$ cat config.mk
export PLATFORM = sky130hd
export DESIGN_NAME = lane_engine
export DESIGN_NICKNAME = d
export VERILOG_FILES = /design/src/source/lane_pkg.sv /design/src/source/lane_engine.sv
export SDC_FILE = /design/constraint.sdc
export NUM_CORES = 1
export LEC_CHECK = 0
export BUFFER_PORTS_ARGS = -buffer_cell sky130_fd_sc_hd__buf_2
export CAP_MARGIN = 0
export CELL_PAD_IN_SITES_DETAIL_PLACEMENT = 1
export CELL_PAD_IN_SITES_GLOBAL_PLACEMENT = 1
export CORE_UTILIZATION = 50
export DETAILED_ROUTE_END_ITERATION = 10
export GPL_TIMING_DRIVEN = 0
export HOLD_SLACK_MARGIN = 0.15
export PLACE_DENSITY_LB_ADDON = 0.08
export SLEW_MARGIN = 20
export SYNTH_ARGS = -nofsm -noshare
export SYNTH_HDL_FRONTEND = slang
export SYNTH_SLANG_ARGS = --single-unit
$ cat constraint.sdc
create_clock -name ap_clk -period 4.7 [get_ports ap_clk]
set_input_delay 0 -clock ap_clk [delete_from_list [all_inputs] [get_ports ap_clk]]
set_output_delay 0 -clock ap_clk [all_outputs]
set_load 0.01 [all_outputs]
$ cat src/source/lane_pkg.sv
// Lane overlay shared definitions

package lane_pkg;

    // ----------------------------------------
    // Lane geometry
    // ----------------------------------------
    // Engines in the processing chain
    localparam int NUM_ENGINES = 4;
    // Lane data and memory write data
    localparam int DATA_W = 32;
    // Packet tag, also the job packet count
    localparam int TAG_W = 8;
    // Memory address
    localparam int ADDR_W = 32;
    // Engine id carried on the memory port
    localparam int ENG_ID_W = 2;

    // ----------------------------------------
    // Write request queue
    // ----------------------------------------
    // Entries per engine, kept a power of two
    localparam int REQ_QUEUE_DEPTH = 4;
    // Queue pointer width
    localparam int REQ_PTR_W = $clog2(REQ_QUEUE_DEPTH);

    // Job opcode
    typedef enum logic [1:0] {
        OP_PASS = 2'd0,
        OP_ADD  = 2'd1,
        OP_XOR  = 2'd2
    } lane_op_e;

    // Job control state
    typedef enum logic [1:0] {
        ST_IDLE = 2'd0,
        ST_RUN  = 2'd1,
        ST_DONE = 2'd2
    } lane_state_e;

endpackage

$ cat src/source/lane_engine.sv
// Lane chain engine
`timescale 1ns/1ps

module lane_engine #(
    parameter int unsigned ENGINE_ID = 0
) (
    input  logic                          ap_clk,
    input  logic                          areset_lane_template,
    // Job descriptor
    input  lane_pkg::lane_op_e            op_i,
    input  logic [lane_pkg::DATA_W-1:0]   operand_i,
    input  logic [lane_pkg::ADDR_W-1:0]   base_addr_i,
    // Chain input
    input  logic                          in_valid_i,
    input  logic [lane_pkg::DATA_W-1:0]   in_data_i,
    input  logic [lane_pkg::TAG_W-1:0]    in_tag_i,
    // Chain output
    output logic                          out_valid_o,
    output logic [lane_pkg::DATA_W-1:0]   out_data_o,
    output logic [lane_pkg::TAG_W-1:0]    out_tag_o,
    // Write request head
    output logic                          req_pending_o,
    output logic [lane_pkg::ADDR_W-1:0]   req_addr_o,
    output logic [lane_pkg::DATA_W-1:0]   req_data_o,
    input  logic                          grant_i,
    input  logic                          ack_i,
    output logic                          idle_o
);

    import lane_pkg::*;

    logic [DATA_W-1:0]      result;
    logic [ADDR_W-1:0]      wr_addr;
    logic [ADDR_W-1:0]      q_addr [REQ_QUEUE_DEPTH];
    logic [DATA_W-1:0]      q_data [REQ_QUEUE_DEPTH];
    logic [REQ_PTR_W-1:0]   wr_ptr_q;
    logic [REQ_PTR_W-1:0]   rd_ptr_q;
    logic [REQ_PTR_W:0]     fill_q;
    logic [TAG_W-1:0]       outstanding_q;
    logic                   pop;

    // ----------------------------------------
    // Opcode datapath
    // ----------------------------------------
    always_comb begin
        case (op_i)
            OP_ADD:  result = in_data_i + operand_i;
            OP_XOR:  result = in_data_i ^ (operand_i + DATA_W'(ENGINE_ID));
            default: result = in_data_i;
        endcase
    end

    // One word per engine per tag
    assign wr_addr = base_addr_i
                   + (ADDR_W'(in_tag_i) * ADDR_W'(NUM_ENGINES))
                   + ADDR_W'(ENGINE_ID);

    always_ff @(posedge ap_clk) begin
        if (areset_lane_template) begin
            out_valid_o <= 1'b0;
        end else begin
            out_valid_o <= in_valid_i;
        end
    end

    always_ff @(posedge ap_clk) begin
        out_data_o <= result;
        out_tag_o  <= in_tag_i;
    end

    // ----------------------------------------
    // Write request queue
    // ----------------------------------------
    assign req_pending_o = (fill_q != '0);
    assign pop           = grant_i && req_pending_o;
    assign req_addr_o    = q_addr[rd_ptr_q];
    assign req_data_o    = q_data[rd_ptr_q];

    // Storage written alongside the output register
    always_ff @(posedge ap_clk) begin
        if (in_valid_i) begin
            q_addr[wr_ptr_q] <= wr_addr;
            q_data[wr_ptr_q] <= result;
        end
    end

    // Pointers wrap on their own, depth is a power of two
    always_ff @(posedge ap_clk) begin
        if (areset_lane_template) begin
            wr_ptr_q <= '0;
            rd_ptr_q <= '0;
            fill_q   <= '0;
        end else begin
            if (in_valid_i) begin
                wr_ptr_q <= wr_ptr_q + 1'b1;
            end
            if (pop) begin
                rd_ptr_q <= rd_ptr_q + 1'b1;
            end
            case ({in_valid_i, pop})
                2'b10:   fill_q <= fill_q + 1'b1;
                2'b01:   fill_q <= fill_q - 1'b1;
                default: fill_q <= fill_q;
            endcase
        end
    end

    // Writes issued to memory but not yet acknowledged
    always_ff @(posedge ap_clk) begin
        if (areset_lane_template) begin
            outstanding_q <= '0;
        end else begin
            case ({pop, ack_i})
                2'b10:   outstanding_q <= outstanding_q + 1'b1;
                2'b01:   outstanding_q <= outstanding_q - 1'b1;
                default: outstanding_q <= outstanding_q;
            endcase
        end
    end

    assign idle_o = (fill_q == '0) && (outstanding_q == '0);

endmodule

### Yosys cells after proc, flatten, opt, wreduce, memory -nomap -nowiden

Memory sizes are Yosys's and may differ from the RTL's. A register that Yosys moved wholly into a read port is not among the register bits.
Index checks and enable logic that the tools add are counted.

* add/subtract/negate cells: 8
* eq/ne operators: 6
* mux-type cells: 9
* bitwise logic cells: 1
* reductions and logical operators: 7

Operator list (number)
* $pmux W32 S2: 1
* $add A32 B10 Y32: 1
* $add A32 B32 Y32: 1
* $xor A32 B32 Y32: 1
* $pmux W8 S2: 1
* $add A8 B1 Y8 const B: 1
* $logic_not A8 Y1: 1
* $mux W2: 4
* $sub A8 B1 Y8 const B: 1
* $eq A2 B1 Y1 const B: 3
* $eq A2 B2 Y1 const B: 3
* $pmux W3 S2: 1
* $add A2 B1 Y2 const B: 2
* $reduce_bool A2 Y1: 2
* $add A3 B1 Y3 const B: 1
* $logic_not A3 Y1: 1
* $reduce_bool A3 Y1: 1
* $sub A3 B1 Y3 const B: 1
* $logic_and A1 B1 Y1: 2
* $mux W1: 2

* register bits: 56
* bits in writable memories: 256
* input bits: 111
* output and inout bits: 107
* word-level logic and storage cells: 40
* memories: 2

Memories
* q_addr: depth 4, width 32, read ports 1, clocked after memory_dff 1, write ports 1, line lane_engine.sv:34 `logic [ADDR_W-1:0] q_addr [REQ_QUEUE_DEPTH];`
* q_data: depth 4, width 32, read ports 1, clocked after memory_dff 1, write ports 1, line lane_engine.sv:35 `logic [DATA_W-1:0] q_data [REQ_QUEUE_DEPTH];`

### Longest topological paths before layout

* depth in word-level cells: 4
* gate-level depth with buffers: 13

### Worst setup path before layout

Ideal clock, no wire load.

* kind: register -> register
* start: register fill_q[2]
* end: register outstanding_q[7]
* setup time: 0.070 ns
* arrival time: 2.702 ns
* required time: 4.630 ns
* path slack: 1.928 ns
* cell stages (with the launch flop): 13
* path buffers: 0
* clock period less this slack: 2.772 ns
* cell sequence: dfxtp_1 > or3_1 > nand2_1 > ha_1 > ha_1 > a21o_1 > a21oi_2 > nor2b_1 > o21a_1 > o41ai_2 > xnor2_1 > or3_1 > a21oi_1

* longest elaborated chain between the ends: 4
* elaborated cells between the ends (all ways): 6
* those cells by class: eq/ne (2); mux (1); reduce/logical (3)

Ends and longest elaborated chain
* from (decl): line lane_engine.sv:38 `logic [REQ_PTR_W:0] fill_q;`
* from (signal assigned): line lane_engine.sv:101 `2'b10: fill_q <= fill_q + 1'b1;`
* from (signal assigned): line lane_engine.sv:102 `2'b01: fill_q <= fill_q - 1'b1;`
* from (signal assigned): line lane_engine.sv:103 `default: fill_q <= fill_q;`
* $reduce_bool A3 Y1 (*): line lane_engine.sv:74 `assign req_pending_o = (fill_q != '0);`
* via req_pending_o: line lane_engine.sv:22 `output logic req_pending_o,`
* $logic_and A1 B1 Y1 (*): line lane_engine.sv:75 `assign pop = grant_i && req_pending_o;`
* $eq A2 B1 Y1 / $eq A2 B2 Y1 (equally long branches): line lane_engine.sv:113 `case ({pop, ack_i})`
* $pmux W8 S2 / $reduce_bool A2 Y1 (equally long branches)
* to (signal assigned): line lane_engine.sv:114 `2'b10: outstanding_q <= outstanding_q + 1'b1;`
* to (signal assigned): line lane_engine.sv:115 `2'b01: outstanding_q <= outstanding_q - 1'b1;`
* to (signal assigned): line lane_engine.sv:116 `default: outstanding_q <= outstanding_q;`
* to (decl): line lane_engine.sv:39 `logic [TAG_W-1:0] outstanding_q;`

The timed path passes the listed nets; every way through them passes the cells marked *.
A chain may end at the register's enable or synchronous reset.

### Worst setup path after layout

* start: input port in_data_i[4] (netlist name)
* end: register out_data_o[9] (netlist name)

* longest elaborated chain between the ends: 2

Ends and longest elaborated chain
* from (decl): line lane_engine.sv:15 `input logic [lane_pkg::DATA_W-1:0] in_data_i,`
* $add A32 B32 Y32: line lane_engine.sv:47 `OP_ADD: result = in_data_i + operand_i;`
* $pmux W32 S2: line lane_engine.sv:46 `case (op_i)`
* via result[9]: line lane_engine.sv:32 `logic [DATA_W-1:0] result;`
* to (signal assigned): line lane_engine.sv:67 `out_data_o <= result;`
* to (decl): line lane_engine.sv:19 `output logic [lane_pkg::DATA_W-1:0] out_data_o,`

The timed path passes the listed nets, and every way through them passes these cells.

==> flow_metrics.tcl <==
set metrics [dict create \
    vdd_drop_max_uv 293 \
    drv_slew 0 \
    hold_violations 0 \
    cts_tree "done" \
    critical-path-max-stage-delay_ps 600 \
    cts_hold_buf 90 \
    synthFlopType "edfxtp_1" \
    rsz0062_at_grt "false" \
    period_share 0.718 \
    synth.area.mux_share 0.107 \
    synth-compound-area-share 0.0912 \
    port-buffer-count 216 \
    layout_commonest_cell "edfxtp_1" \
    h-tree-depth 2 \
    yosysTopAreaCellShare 0.541 \
    drtAntennaViolNets 0 \
    r2r_cells 12 \
    max-cap-violations 0 \
    wl_per_cell_microns 22.2 \
    synth_top_family_by_area "multiplexers" \
    cp.arrival_ps 3760 \
    synth-seq-cells 314 \
    place.gp.congestion 0.875 \
    synth-adder-area-share 0.0523 \
    fp.dieW_microns 171 \
    core_sq_mm 0.0279 \
    pwr-share-seq 0.419 \
    critical_path_required_ps 5090 \
    r2r_slack_ps 1630 \
    yosysWarnings 0 \
    power_frac_clock 0.324 \
    maxSlewHeadroom 0.403 \
    period_needed_ps 3370 \
    antenna_found_initial 1 \
    cp_slowest_cell "dlygate4sd3_1" \
    synthXorXnorAreaFrac 0.0296 \
    whs_path_depth 5 \
    fin_skew_ps 16.8 \
    clockBufferDepth 3 \
    grt_max_degree 47 \
    drt_first_iter_violations 619 \
    cts_sinks 314 \
    dp_hpwl_microns 25500 \
    path_max_fanout 5 \
    io_pins 218 \
    totalWireLength_microns 38800 \
    hp-class "in2reg" \
    sw_frac_of_total 0.289 \
    pwr-share-comb 0.258 \
    finalNetCount 1511 \
    drc_errors 0 \
    nFillCells 2718 \
    yosysTopAreaCell "edfxtp_1" \
    r2r_end "outstanding_q[7]" \
    regArea_sq_mm 0.00885 \
    p_leak_nw 6.83 \
    synthSimpleGateAreaFrac 0.0734 \
    layout_common_cells "edfxtp_1, buf_2, dlygate4sd3_1" \
    powerDensity_mw_per_mm2 449 \
    path_cells "dlygate4sd3_1 > buf_2 > ha_1 > a21oi_2 > nand2_1 > o21ai_0 > nand2b_1 > a21o_1 > a211o_1 > a222oi_1 > dlygate4sd3_1 > nand2_1 > dlygate4sd3_1" \
    grt_pass1_wl_microns 59400 \
    synth_edf_count 256 \
    die_h_microns 171 \
    vias_per_cell 5.68 \
    fmax_ghz 0.296 \
    netlist_top_cells_area "edfxtp_1, mux4_2, dfxtp_1, ha_1, a21oi_1" \
    rr_startpoint "fill_q[2]" \
    holdWs_ps 173 \
    ys_seq_area_frac 0.622 \
    area_delta_synth_final_pct 25.7 \
    worst_pin_slew_ps 895 \
    async_reset_ff_frac 0 \
    end_kind "flip-flop" \
    die-area_sq_mm 0.0291 \
    cts_buffers 35 \
    yosys.cell_types.count 63 \
    synth_area_sq_mm 0.0142 \
    avgSynthCellArea_sq_um 14.3 \
    grt_use_total 0.271 \
    netlist_instances 996 \
    syn_nets 1164 \
    clk_latency_ps 500 \
    fp-row-count 61 \
    dr.pass1.iters 5 \
    min_to "out_data_o[31]" \
    vias 9922 \
    setup_viol 0 \
    path_common_cell "dlygate4sd3_1" \
    root_buffer "clkbuf_16" \
    setup_tns_ps 0 \
    min-delay-start "operand_i[30]" \
    crit_type "in2reg" \
    post-cts-setup-buffer-count 0 \
    final_core_util 0.642 \
    cts_resized 0 \
    drive_above_1_share 0.276 \
    switchingPower_w 0.00232 \
    grt_overflow 0 \
    intPower_w 0.00571 \
    start_kind "primary input" \
    cts.reportedPaths.clkPinSlew_ps 60 \
    status "finished, final reports clean" \
    start_util 0.510 \
    grt_pass1_vias 10677 \
    multi_input_area_sq_mm 0.00503 \
]
critical path: cells and delay by family:
| family | cells | cell delay (ps) |
|---|---|---|
| AND/OR/NAND/NOR | 3 | 340 |
| adder cells (fa/ha/maj) | 1 | 330 |
| buffers and inverters | 4 | 1900 |
| AO/OA/AOI/OAI | 5 | 1190 |
logic make-up (layout without fill, tap and decap cells):
group | after synthesis | in the layout
AO/OA/AOI/OAI | 196 | 196
XOR/XNOR | 48 | 48
adder cells (fa/ha/maj) | 57 | 57
buffers and inverters | 87 | 459
flip-flops | 314 | 314
multiplexers | 71 | 71
other | 0 | 1
AND/OR/NAND/NOR | 223 | 223
cell usage after synthesis, types with 21 or more instances:
| library cell | instances |
|---|---|
| edfxtp_1 | 256 |
| dfxtp_1 | 58 |
| nand2_1 | 77 |
| mux4_2 | 64 |
| clkbuf_1 | 26 |
| o21ai_0 | 40 |
| a21oi_1 | 61 |
| nor2_1 | 54 |
| ha_1 | 53 |
| inv_1 | 41 |
| nor3_1 | 21 |
| a21o_1 | 26 |
| xnor2_1 | 34 |
metrics by stage:
stage               total power [W]  std cells  area [sq um]  setup WS, ps
global route                0.00836       1747         17900          1200
global placement            0.00534       1590         15800           918
CTS                         0.00808       1746         17900          1410
detailed placement          0.00541       1594         15900          1630
finish                      0.00803       1747         17900          1330
floorplan                   0.00471        996         14200          1930
flip-flops by register name, indices dropped and copies added, names as in the netlist, named ones only:
name / count
fill_q: 3
wr_ptr_q: 2
out_tag_o: 8
out_data_o: 32
q_data: 128
rd_ptr_q: 2
outstanding_q: 8
q_addr: 128
out_valid_o: 1
power groups by stage:
stage / registers [W] / clock network (W) / logic (W)
after floorplan: 0.00342 / 0 / 0.00129
after global placement: 0.00342 / 0 / 0.00192
after detailed placement: 0.00342 / 0 / 0.00199
after CTS: 0.00336 / 0.00265 / 0.00207
after global routing: 0.00338 / 0.00274 / 0.00225
final: 0.00336 / 0.00260 / 0.00207
layout make-up:
class                           instances  share of cell area
Buffer                                 46              0.0111
Multi-Input combinational cell        595               0.281
Sequential cell                       314               0.495
Clock buffer                           44              0.0520
Timing Repair Buffer                  310               0.117
Tap cell                              378              0.0265
Antenna cell                            1            0.000140
Clock inverter                         18             0.00847
Inverter                               41             0.00861
how the worst max path moves through the flow:
stage,end,cells past startpoint,startpoint,slack [ps]
floorplan,outstanding_q[7],12,fill_q[2],1930
global placement,q_data[2][23],3,wr_ptr_q[0],920
detailed placement,outstanding_q[7],12,fill_q[2],1630
CTS,out_data_o[9],13,in_data_i[4],1410
global route,out_data_o[9],13,in_data_i[4],1200
finish,out_data_o[9],13,in_data_i[4],1330
metal layers:
metal	track usage	wire length (microns)	vias up
li1	-	-	4512
met1	0.354	16800	5060
met2	0.476	19400	300
met3	0.0393	1930	50
met4	0.0689	629	0
met5	0	0	-
No activity file was read; power rests on OpenSTA's default activity.
